File: src/runaheadPkg.sv
package runaheadPkg;

    localparam int numRegs = 16;
    localparam int regAddrW = 4;
    localparam int instrW = 16;
    localparam int opcodeW = 4;

    typedef logic [regAddrW-1:0] regAddrT;
    typedef logic [instrW-1:0] instrT;
    typedef logic [opcodeW-1:0] opcodeT;

    // Field positions, each field is regAddrW or opcodeW bits wide
    localparam int opcodeLsb = 12;
    localparam int destLsb = 8;
    localparam int srcALsb = 4;
    localparam int srcBLsb = 0;

    // Status of one register, dirty is the MSB
    typedef struct packed {
        logic dirty;
        logic toBeWritten;
        logic toBeRead;
    } statusVecT;

    // Load writeback or load miss
    typedef struct packed {
        logic valid;
        regAddrT dest;
    } loadEventT;

    // fwd0 is the previous issued instruction, fwd1 the one before it
    typedef struct packed {
        logic fwd0ToA;
        logic fwd1ToA;
        logic fwd0ToB;
        logic fwd1ToB;
    } forwardFlagsT;

    typedef struct packed {
        logic valid;
        instrT instr;
    } queueEntryT;

endpackage : runaheadPkg

File: src/registerStatusTable.sv
`timescale 1ns/1ps

module registerStatusTable (
    input  logic                  clk,
    input  logic                  arstN,
    input  logic                  clkEn,
    input  logic                  issueValid,
    input  runaheadPkg::instrT    issueInstr,
    input  logic                  divert,
    input  runaheadPkg::loadEventT loadWb,
    input  runaheadPkg::loadEventT loadMiss,
    input  logic                  queueDrained,
    output runaheadPkg::statusVecT statusA,
    output runaheadPkg::statusVecT statusB
);

    import runaheadPkg::*;

    statusVecT statusTable [numRegs];
    statusVecT nextTable [numRegs];

    regAddrT destReg;
    regAddrT srcA;
    regAddrT srcB;

    assign destReg = issueInstr[destLsb +: regAddrW];
    assign srcA = issueInstr[srcALsb +: regAddrW];
    assign srcB = issueInstr[srcBLsb +: regAddrW];

    // Operand status read out in the issue cycle
    assign statusA = statusTable[srcA];
    assign statusB = statusTable[srcB];

    // Later rules override earlier ones on the same register
    always_comb begin
        nextTable = statusTable;

        if (loadWb.valid) begin
            nextTable[loadWb.dest].dirty = 1'b0;
            nextTable[loadWb.dest].toBeWritten = 1'b0;
        end

        if (loadMiss.valid) begin
            nextTable[loadMiss.dest].dirty = 1'b1;
        end

        if (issueValid && !divert) begin
            nextTable[destReg].toBeWritten = 1'b1;
        end

        // Diverted result is poisoned and will not be written
        if (divert) begin
            nextTable[destReg].dirty = 1'b1;
            nextTable[srcA].toBeRead = 1'b1;
            nextTable[destReg].toBeWritten = 1'b0;
        end

        // Queue emptied, nothing is waiting to read anymore
        if (queueDrained) begin
            for (int i = 0; i < numRegs; i++) begin
                nextTable[i].toBeRead = 1'b0;
            end
        end
    end

    always_ff @(posedge clk or negedge arstN) begin
        if (!arstN) begin
            statusTable <= '{default: '0};
        end else if (clkEn) begin
            statusTable <= nextTable;
        end
    end

    // Writeback and miss of the same register would leave dirty ambiguous
    assert property (@(posedge clk) disable iff (!arstN)
        !(loadWb.valid && loadMiss.valid && loadWb.dest == loadMiss.dest))
        else $error("loadWb and loadMiss target the same register");

endmodule : registerStatusTable

File: src/forwardDetect.sv
`timescale 1ns/1ps

module forwardDetect (
    input  logic                     clk,
    input  logic                     arstN,
    input  logic                     clkEn,
    input  logic                     issueValid,
    input  runaheadPkg::instrT       issueInstr,
    output runaheadPkg::forwardFlagsT fwdFlags
);

    import runaheadPkg::*;

    regAddrT destReg;
    regAddrT srcA;
    regAddrT srcB;

    // Slot 0 is the previous issue, slot 1 the one before
    logic [1:0] histValid;
    regAddrT histDest [2];

    assign destReg = issueInstr[destLsb +: regAddrW];
    assign srcA = issueInstr[srcALsb +: regAddrW];
    assign srcB = issueInstr[srcBLsb +: regAddrW];

    always_ff @(posedge clk or negedge arstN) begin
        if (!arstN) begin
            histValid <= '0;
        end else if (clkEn && issueValid) begin
            histValid <= {histValid[0], 1'b1};
        end
    end

    always_ff @(posedge clk) begin
        if (clkEn && issueValid) begin
            histDest[1] <= histDest[0];
            histDest[0] <= destReg;
        end
    end

    // Empty slots never match
    always_comb begin
        fwdFlags.fwd0ToA = histValid[0] && (histDest[0] == srcA);
        fwdFlags.fwd1ToA = histValid[1] && (histDest[1] == srcA);
        fwdFlags.fwd0ToB = histValid[0] && (histDest[0] == srcB);
        fwdFlags.fwd1ToB = histValid[1] && (histDest[1] == srcB);
    end

endmodule : forwardDetect

File: src/operandValidation.sv
`timescale 1ns/1ps

module operandValidation (
    input  logic                      clk,
    input  logic                      arstN,
    input  logic                      clkEn,
    input  logic                      issueValid,
    input  runaheadPkg::instrT        issueInstr,
    input  runaheadPkg::statusVecT    statusA,
    input  runaheadPkg::statusVecT    statusB,
    input  runaheadPkg::forwardFlagsT fwdFlags,
    input  runaheadPkg::loadEventT    loadWb,
    output logic                      divert,
    output logic                      forwardLoadToA,
    output logic                      forwardLoadToB
);

    import runaheadPkg::*;

    regAddrT srcA;
    regAddrT srcB;

    // Bit 0 is the previous issue slot, bit 1 two back
    logic [1:0] runaheadHistory;

    logic loadMatchA;
    logic loadMatchB;
    logic dirtyA;
    logic dirtyB;
    logic toBeReadA;
    logic poisonFwdA;
    logic poisonFwdB;

    assign srcA = issueInstr[srcALsb +: regAddrW];
    assign srcB = issueInstr[srcBLsb +: regAddrW];

    always_ff @(posedge clk or negedge arstN) begin
        if (!arstN) begin
            runaheadHistory <= '0;
        end else if (clkEn) begin
            runaheadHistory <= {runaheadHistory[0], divert};
        end
    end

    // Operand fed by a diverted producer through forwarding
    assign poisonFwdA = (fwdFlags.fwd0ToA && runaheadHistory[0]) ||
                        (fwdFlags.fwd1ToA && runaheadHistory[1]);
    assign poisonFwdB = (fwdFlags.fwd0ToB && runaheadHistory[0]) ||
                        (fwdFlags.fwd1ToB && runaheadHistory[1]);

    // Completing load supplies the operand this cycle
    assign loadMatchA = loadWb.valid && (loadWb.dest == srcA);
    assign loadMatchB = loadWb.valid && (loadWb.dest == srcB);

    assign dirtyA = statusA.dirty && !loadMatchA;
    assign dirtyB = statusB.dirty && !loadMatchB;
    assign toBeReadA = statusA.toBeRead;

    assign divert = issueValid &&
                    (dirtyA || dirtyB || toBeReadA || poisonFwdA || poisonFwdB);

    assign forwardLoadToA = loadMatchA;
    assign forwardLoadToB = loadMatchB;

    // Unknown status or history would push and poison at random
    assert property (@(posedge clk) disable iff (!arstN) !$isunknown(divert))
        else $error("divert is unknown");

endmodule : operandValidation

File: src/runaheadQueue.sv
`timescale 1ns/1ps

module runaheadQueue #(
    parameter int queueDepth = 8
) (
    input  logic                    clk,
    input  logic                    arstN,
    input  logic                    push,
    input  runaheadPkg::instrT      pushInstr,
    input  logic                    pop,
    output runaheadPkg::queueEntryT head,
    output logic                    full,
    output logic                    queueDrained
);

    import runaheadPkg::*;

    localparam int ptrW = (queueDepth > 1) ? $clog2(queueDepth) : 1;

    typedef logic [ptrW-1:0] ptrT;
    typedef logic [ptrW:0] countT;

    localparam ptrT lastIdx = ptrT'(queueDepth - 1);
    localparam countT depthCount = countT'(queueDepth);

    instrT mem [queueDepth];
    ptrT wrPtr;
    ptrT rdPtr;
    countT count;

    logic empty;
    logic doPop;

    assign empty = (count == '0);
    assign full = (count == depthCount);

    // A pop on an empty queue is dropped
    assign doPop = pop && !empty;

    // Last entry leaves and nothing arrives behind it
    assign queueDrained = doPop && !push && (count == countT'(1));

    always_ff @(posedge clk or negedge arstN) begin
        if (!arstN) begin
            wrPtr <= '0;
            rdPtr <= '0;
            count <= '0;
        end else begin
            if (push) begin
                wrPtr <= (wrPtr == lastIdx) ? '0 : wrPtr + ptrT'(1);
            end
            if (doPop) begin
                rdPtr <= (rdPtr == lastIdx) ? '0 : rdPtr + ptrT'(1);
            end
            if (push && !doPop) begin
                count <= count + countT'(1);
            end else if (!push && doPop) begin
                count <= count - countT'(1);
            end
        end
    end

    always_ff @(posedge clk) begin
        if (push) begin
            mem[wrPtr] <= pushInstr;
        end
    end

    always_comb begin
        head.valid = !empty;
        head.instr = empty ? '0 : mem[rdPtr];
    end

    // Issuer holds off on full, so no push may be lost
    assert property (@(posedge clk) disable iff (!arstN) !(push && full))
        else $error("push into a full runahead queue");

endmodule : runaheadQueue

File: src/runaheadIssue.sv
`timescale 1ns/1ps

module runaheadIssue #(
    parameter int queueDepth = 8
) (
    input  logic                    clk,
    input  logic                    arstN,
    input  logic                    clkEn,
    input  logic                    issueValid,
    input  runaheadPkg::instrT      issueInstr,
    input  runaheadPkg::loadEventT  loadWb,
    input  runaheadPkg::loadEventT  loadMiss,
    input  logic                    replayPop,
    output logic                    invalidateIssued,
    output logic                    forwardLoadToA,
    output logic                    forwardLoadToB,
    output runaheadPkg::queueEntryT queueHead,
    output logic                    queueFull
);

    import runaheadPkg::*;

    statusVecT statusA;
    statusVecT statusB;
    forwardFlagsT fwdFlags;
    logic divert;
    logic queueDrained;

    // Diverted instruction is the one invalidated at issue
    assign invalidateIssued = divert;

    registerStatusTable uStatusTable (
        .clk          (clk),
        .arstN        (arstN),
        .clkEn        (clkEn),
        .issueValid   (issueValid),
        .issueInstr   (issueInstr),
        .divert       (divert),
        .loadWb       (loadWb),
        .loadMiss     (loadMiss),
        .queueDrained (queueDrained),
        .statusA      (statusA),
        .statusB      (statusB)
    );

    forwardDetect uForwardDetect (
        .clk        (clk),
        .arstN      (arstN),
        .clkEn      (clkEn),
        .issueValid (issueValid),
        .issueInstr (issueInstr),
        .fwdFlags   (fwdFlags)
    );

    operandValidation uOperandValidation (
        .clk            (clk),
        .arstN          (arstN),
        .clkEn          (clkEn),
        .issueValid     (issueValid),
        .issueInstr     (issueInstr),
        .statusA        (statusA),
        .statusB        (statusB),
        .fwdFlags       (fwdFlags),
        .loadWb         (loadWb),
        .divert         (divert),
        .forwardLoadToA (forwardLoadToA),
        .forwardLoadToB (forwardLoadToB)
    );

    runaheadQueue #(
        .queueDepth (queueDepth)
    ) uRunaheadQueue (
        .clk          (clk),
        .arstN        (arstN),
        .push         (divert),
        .pushInstr    (issueInstr),
        .pop          (replayPop),
        .head         (queueHead),
        .full         (queueFull),
        .queueDrained (queueDrained)
    );

endmodule : runaheadIssue

File: config.mk
export PLATFORM = sky130hd
export DESIGN_NAME = runaheadIssue
export DESIGN_NICKNAME = d
export VERILOG_FILES = /design/src/runaheadPkg.sv /design/src/registerStatusTable.sv /design/src/forwardDetect.sv /design/src/operandValidation.sv /design/src/runaheadQueue.sv /design/src/runaheadIssue.sv
export SDC_FILE = /design/constraint.sdc
export NUM_CORES = 1
export LEC_CHECK = 0
export BUFFER_PORTS_ARGS = -buffer_cell sky130_fd_sc_hd__buf_4
export CORE_MARGIN = 2
export CORE_UTILIZATION = 50
export DETAILED_ROUTE_END_ITERATION = 6
export PLACE_DENSITY = 0.77
export SYNTH_ARGS = -nofsm -noshare
export SYNTH_HDL_FRONTEND = slang
export SYNTH_SLANG_ARGS = --single-unit
File: constraint.sdc
create_clock -name clk -period 5.3 [get_ports clk]
set_clock_uncertainty 0.05 [all_clocks]
set_input_delay 0.265 -clock clk [delete_from_list [all_inputs] [get_ports clk]]
set_output_delay 0.265 -clock clk [all_outputs]
set_load 0.02 [all_outputs]
==> metrics <==
Ports=52; critical path data required time=5.51 ns; largest net degree at the start of global routing=47; Via density=5.99; syn_area_per_cell=14.5 um2; total wire length=17,800 um; starting density of the core=0.508; fin cells=856; Seq. cell area=about 5200 um2; post-synthesis sequential area ratio=0.625; crit-path max FO=20; total congestion overflow=0; routability cong.=0.988; core area=16,500 um2; Die Area=17,800 um2; leakage power=3.39 nW; family with the most delay on the worst path=simple AND/OR/NAND/NOR gates; Inst Count DP=around 820; crit start category=flip-flop; CP cell instances=mux4_2 -> mux2_2 -> nand2_1 -> o2111ai_2 -> o31ai_4 -> ha_1 -> nand4_1 -> nand4_1 -> o21ai_0; cts repair resizes=0; CP Buf/Inv Count=0; Primary FF master, synth=edfxtp_1; number of routed nets with antenna violations=0; endpoints failing hold=0; FMAX=between 200 and 300 MHz; DPL Wire Length=11,400 um; routed length per placed instance=20.8 um; outcome=finished, final reports clean; row count=47; Hold WS=roughly 0.023 ns; RSZ-0062 raised after global routing=no; Tmin final=3.60 ns; area of the multi-input gates=slightly below 3000 um2; CTS Buffer Depth=2; Slew HR=0.257; Critical-path top delay cell=o31ai_4; post-layout util=0.579; first-pass GRT wire length=28,300 um; Slew Limit Fails=0; Root Buffer=clkbuf_16; kind of critical path=flip-flop to flip-flop; Num CTS Buffers=17; Critical Path AT=3.81 ns; Clock Latency Late Sink=~0.43 ns; Crit path top cell by count=nand4_1; H-tree depth=4; Fill cells=1,280; Seq cells post-synth=182; die height=133 um; Power per Cell Area=504 nW/um2; Die W=133 um; cell area after synthesis=around 8400 um2; postcts setup bufs=0; final setup fails=0; n_diodes=0; clk slew on worst S/H paths=0.07 ns; final-stage net count=around 660; CTS tree=built; area grow syn2layout=13.9%; share of cells above drive strength 1=0.241; CP endpoint kind=flip-flop; Hold Path Class=primary input to flip-flop; Cell variety after synth=50; # DRC=0; CP max stage delay=between 0.6 and 0.7 ns; number of port buffers=51; Sink Count=about 180; initial antenna violation count=0; drt pass-1 iters=5; ys async rst share=0.253; Ys Warns=0; number of synthesized flops with an enable pin=136; via count=5,127; Mapped Nets=618; setup_tns=0 ns; IR Drop Worst-Case VDD=between 0.2 and 0.3 mV; Worst Tran Pin Value=1.11 ns; period utilization=0.679; max-capacitance violation count=0; Synth Instances=578; number of global-route vias before repair=5,336; DRT iter0 DRCs=between 300 and 400; Tot GR Track Use=0.209
-- through the flow --
step	power, mW	area (um2)	setup WS, ns
after detailed placement	3.71	8990	1.33
final	4.81	9530	1.70
after CTS	4.85	9530	1.67
after floorplan	3.15	8370	1.42
after global routing	5.06	9530	1.42
after global placement	3.63	8990	1.51
-- state kept, by name, summed over array words and instances, names as in the netlist --
name,flops
uRunaheadQueue.mem,128
uOperandValidation.runaheadHistory,2
uRunaheadQueue.wrPtr,3
uStatusTable.statusTable,32
uRunaheadQueue.rdPtr,3
uRunaheadQueue.count,4
uForwardDetect.histDest,8
uForwardDetect.histValid,2
-- power by group --
| group | internal, mW | switching [mW] | total, mW |
|---|---|---|---|
| clock network | 0.607 | 0.542 | 1.15 |
| registers | 1.85 | 0.313 | 2.16 |
| logic | 0.746 | 0.755 | 1.50 |
-- cell type report --
| cell class | instances | share of cell area |
|---|---|---|
| Clock buffer | 19 | 0.0454 |
| Clock inverter | 13 | 0.0102 |
| Inverter | 12 | 0.00472 |
| Multi-Input combinational cell | 348 | 0.312 |
| Sequential cell | 182 | 0.549 |
| Tap cell | 220 | 0.0289 |
| Timing Repair Buffer | 62 | 0.0491 |
-- synthesized netlist by cell type (6+ instances only) --
| library cell | instances | area [um2] |
|---|---|---|
| mux2_2 | 6 | 67.6 |
| buf_2 | 10 | 50.1 |
| ha_1 | 9 | 113 |
| mux2i_1 | 23 | 230 |
| a21oi_1 | 13 | 65.1 |
| edfxtp_1 | 136 | 4080 |
| or4_1 | 7 | 52.6 |
| nand4_1 | 11 | 68.8 |
| clkbuf_1 | 21 | 78.8 |
| nand2_1 | 50 | 188 |
| dfrtp_1 | 46 | 1150 |
| mux4_2 | 43 | 968 |
| nand3_1 | 6 | 30.0 |
| nor4_1 | 6 | 37.5 |
| nor2_1 | 40 | 150 |
| xor2_1 | 21 | 184 |
| nor3_1 | 15 | 75.1 |
| o211ai_1 | 12 | 90.1 |
| inv_1 | 11 | 41.3 |
| o21ai_0 | 15 | 75.1 |
| o31ai_1 | 8 | 60.1 |
| nand2b_1 | 6 | 37.5 |
| o21ai_1 | 15 | 75.1 |
-- cells in the final DEF (no fill, tap or decap), types with 11 or more instances in the layout --
| cell type | netlist | routed |
|---|---|---|
| edfxtp_1 | 136 | 136 |
| buf_4 | 1 | 61 |
| nand2_1 | 50 | 50 |
| dfrtp_1 | 46 | 44 |
| mux4_2 | 43 | 43 |
| nor2_1 | 40 | 40 |
| mux2i_1 | 23 | 23 |
| xor2_1 | 21 | 21 |
| clkbuf_16 | 0 | 17 |
| o21ai_0 | 15 | 15 |
| o21ai_1 | 15 | 15 |
| a21oi_1 | 13 | 13 |
| o211ai_1 | 12 | 12 |
| inv_1 | 11 | 11 |
| nor3_1 | 15 | 11 |
| nand4_1 | 11 | 11 |
-- cells by family (layout without fill, tap and decap cells) --
family / count (synthesis) / in the layout / synth area share
fa+ha+maj: 9 / 9 / 0.0135
buf+inv: 48 / 106 / 0.0244
flops: 182 / 182 / 0.625
xor+xnor: 24 / 24 / 0.0251
mux: 75 / 75 / 0.155
compound gates: 76 / 76 / 0.0584
simple gates: 164 / 164 / 0.0980
-- layer usage --
metal  up-vias  global-route usage  wire, um
li1       2330                   -         -
met2       178               0.346      8960
met3        29              0.0514      1080
met1      2590               0.277      7440
met4         0              0.0621       285
met5         -                   0         0
-- worst register-to-register path, cell delays in order (launching register included) --
cell and delay (ns):
dfrtp_1 0.39, mux4_2 0.46, mux2_2 0.28, nand2_1 0.08
o2111ai_2 0.14, o31ai_4 0.68, ha_1 0.30, nand4_1 0.64
nand4_1 0.31, o21ai_0 0.11
-- worst paths after layout --
kind | startpoint | endpoint | slack [ns] | depth (start not counted)
max | uStatusTable.statusTable[24]$_DFFE_PN0P_ | uStatusTable.statusTable[42]$_DFFE_PN0P_ | 1.70 | 9
max in group asynchronous | arstN | uRunaheadQueue.rdPtr[0]$_DFFE_PN0P_ | 4.42 | 2
min | issueInstr[15] | uRunaheadQueue.mem[3][15]$_DFFE_PP_ | 0.02 | 1
min reg2reg | uStatusTable.statusTable[6]$_DFFE_PN0P_ | uStatusTable.statusTable[6]$_DFFE_PN0P_ | 0.44 | 2
min in group asynchronous | arstN | uStatusTable.statusTable[6]$_DFFE_PN0P_ | 0.34 | 2
max reg2reg | uStatusTable.statusTable[24]$_DFFE_PN0P_ | uStatusTable.statusTable[42]$_DFFE_PN0P_ | 1.70 | 9
-- timing repair --
item / 4_1_cts / 5_1_grt
hold buffers: 1 / 0
setup endpoints to repair: 0 / 0
endpoints found under the hold margin: 46 / 0
(Power assumes the default switching activity.)
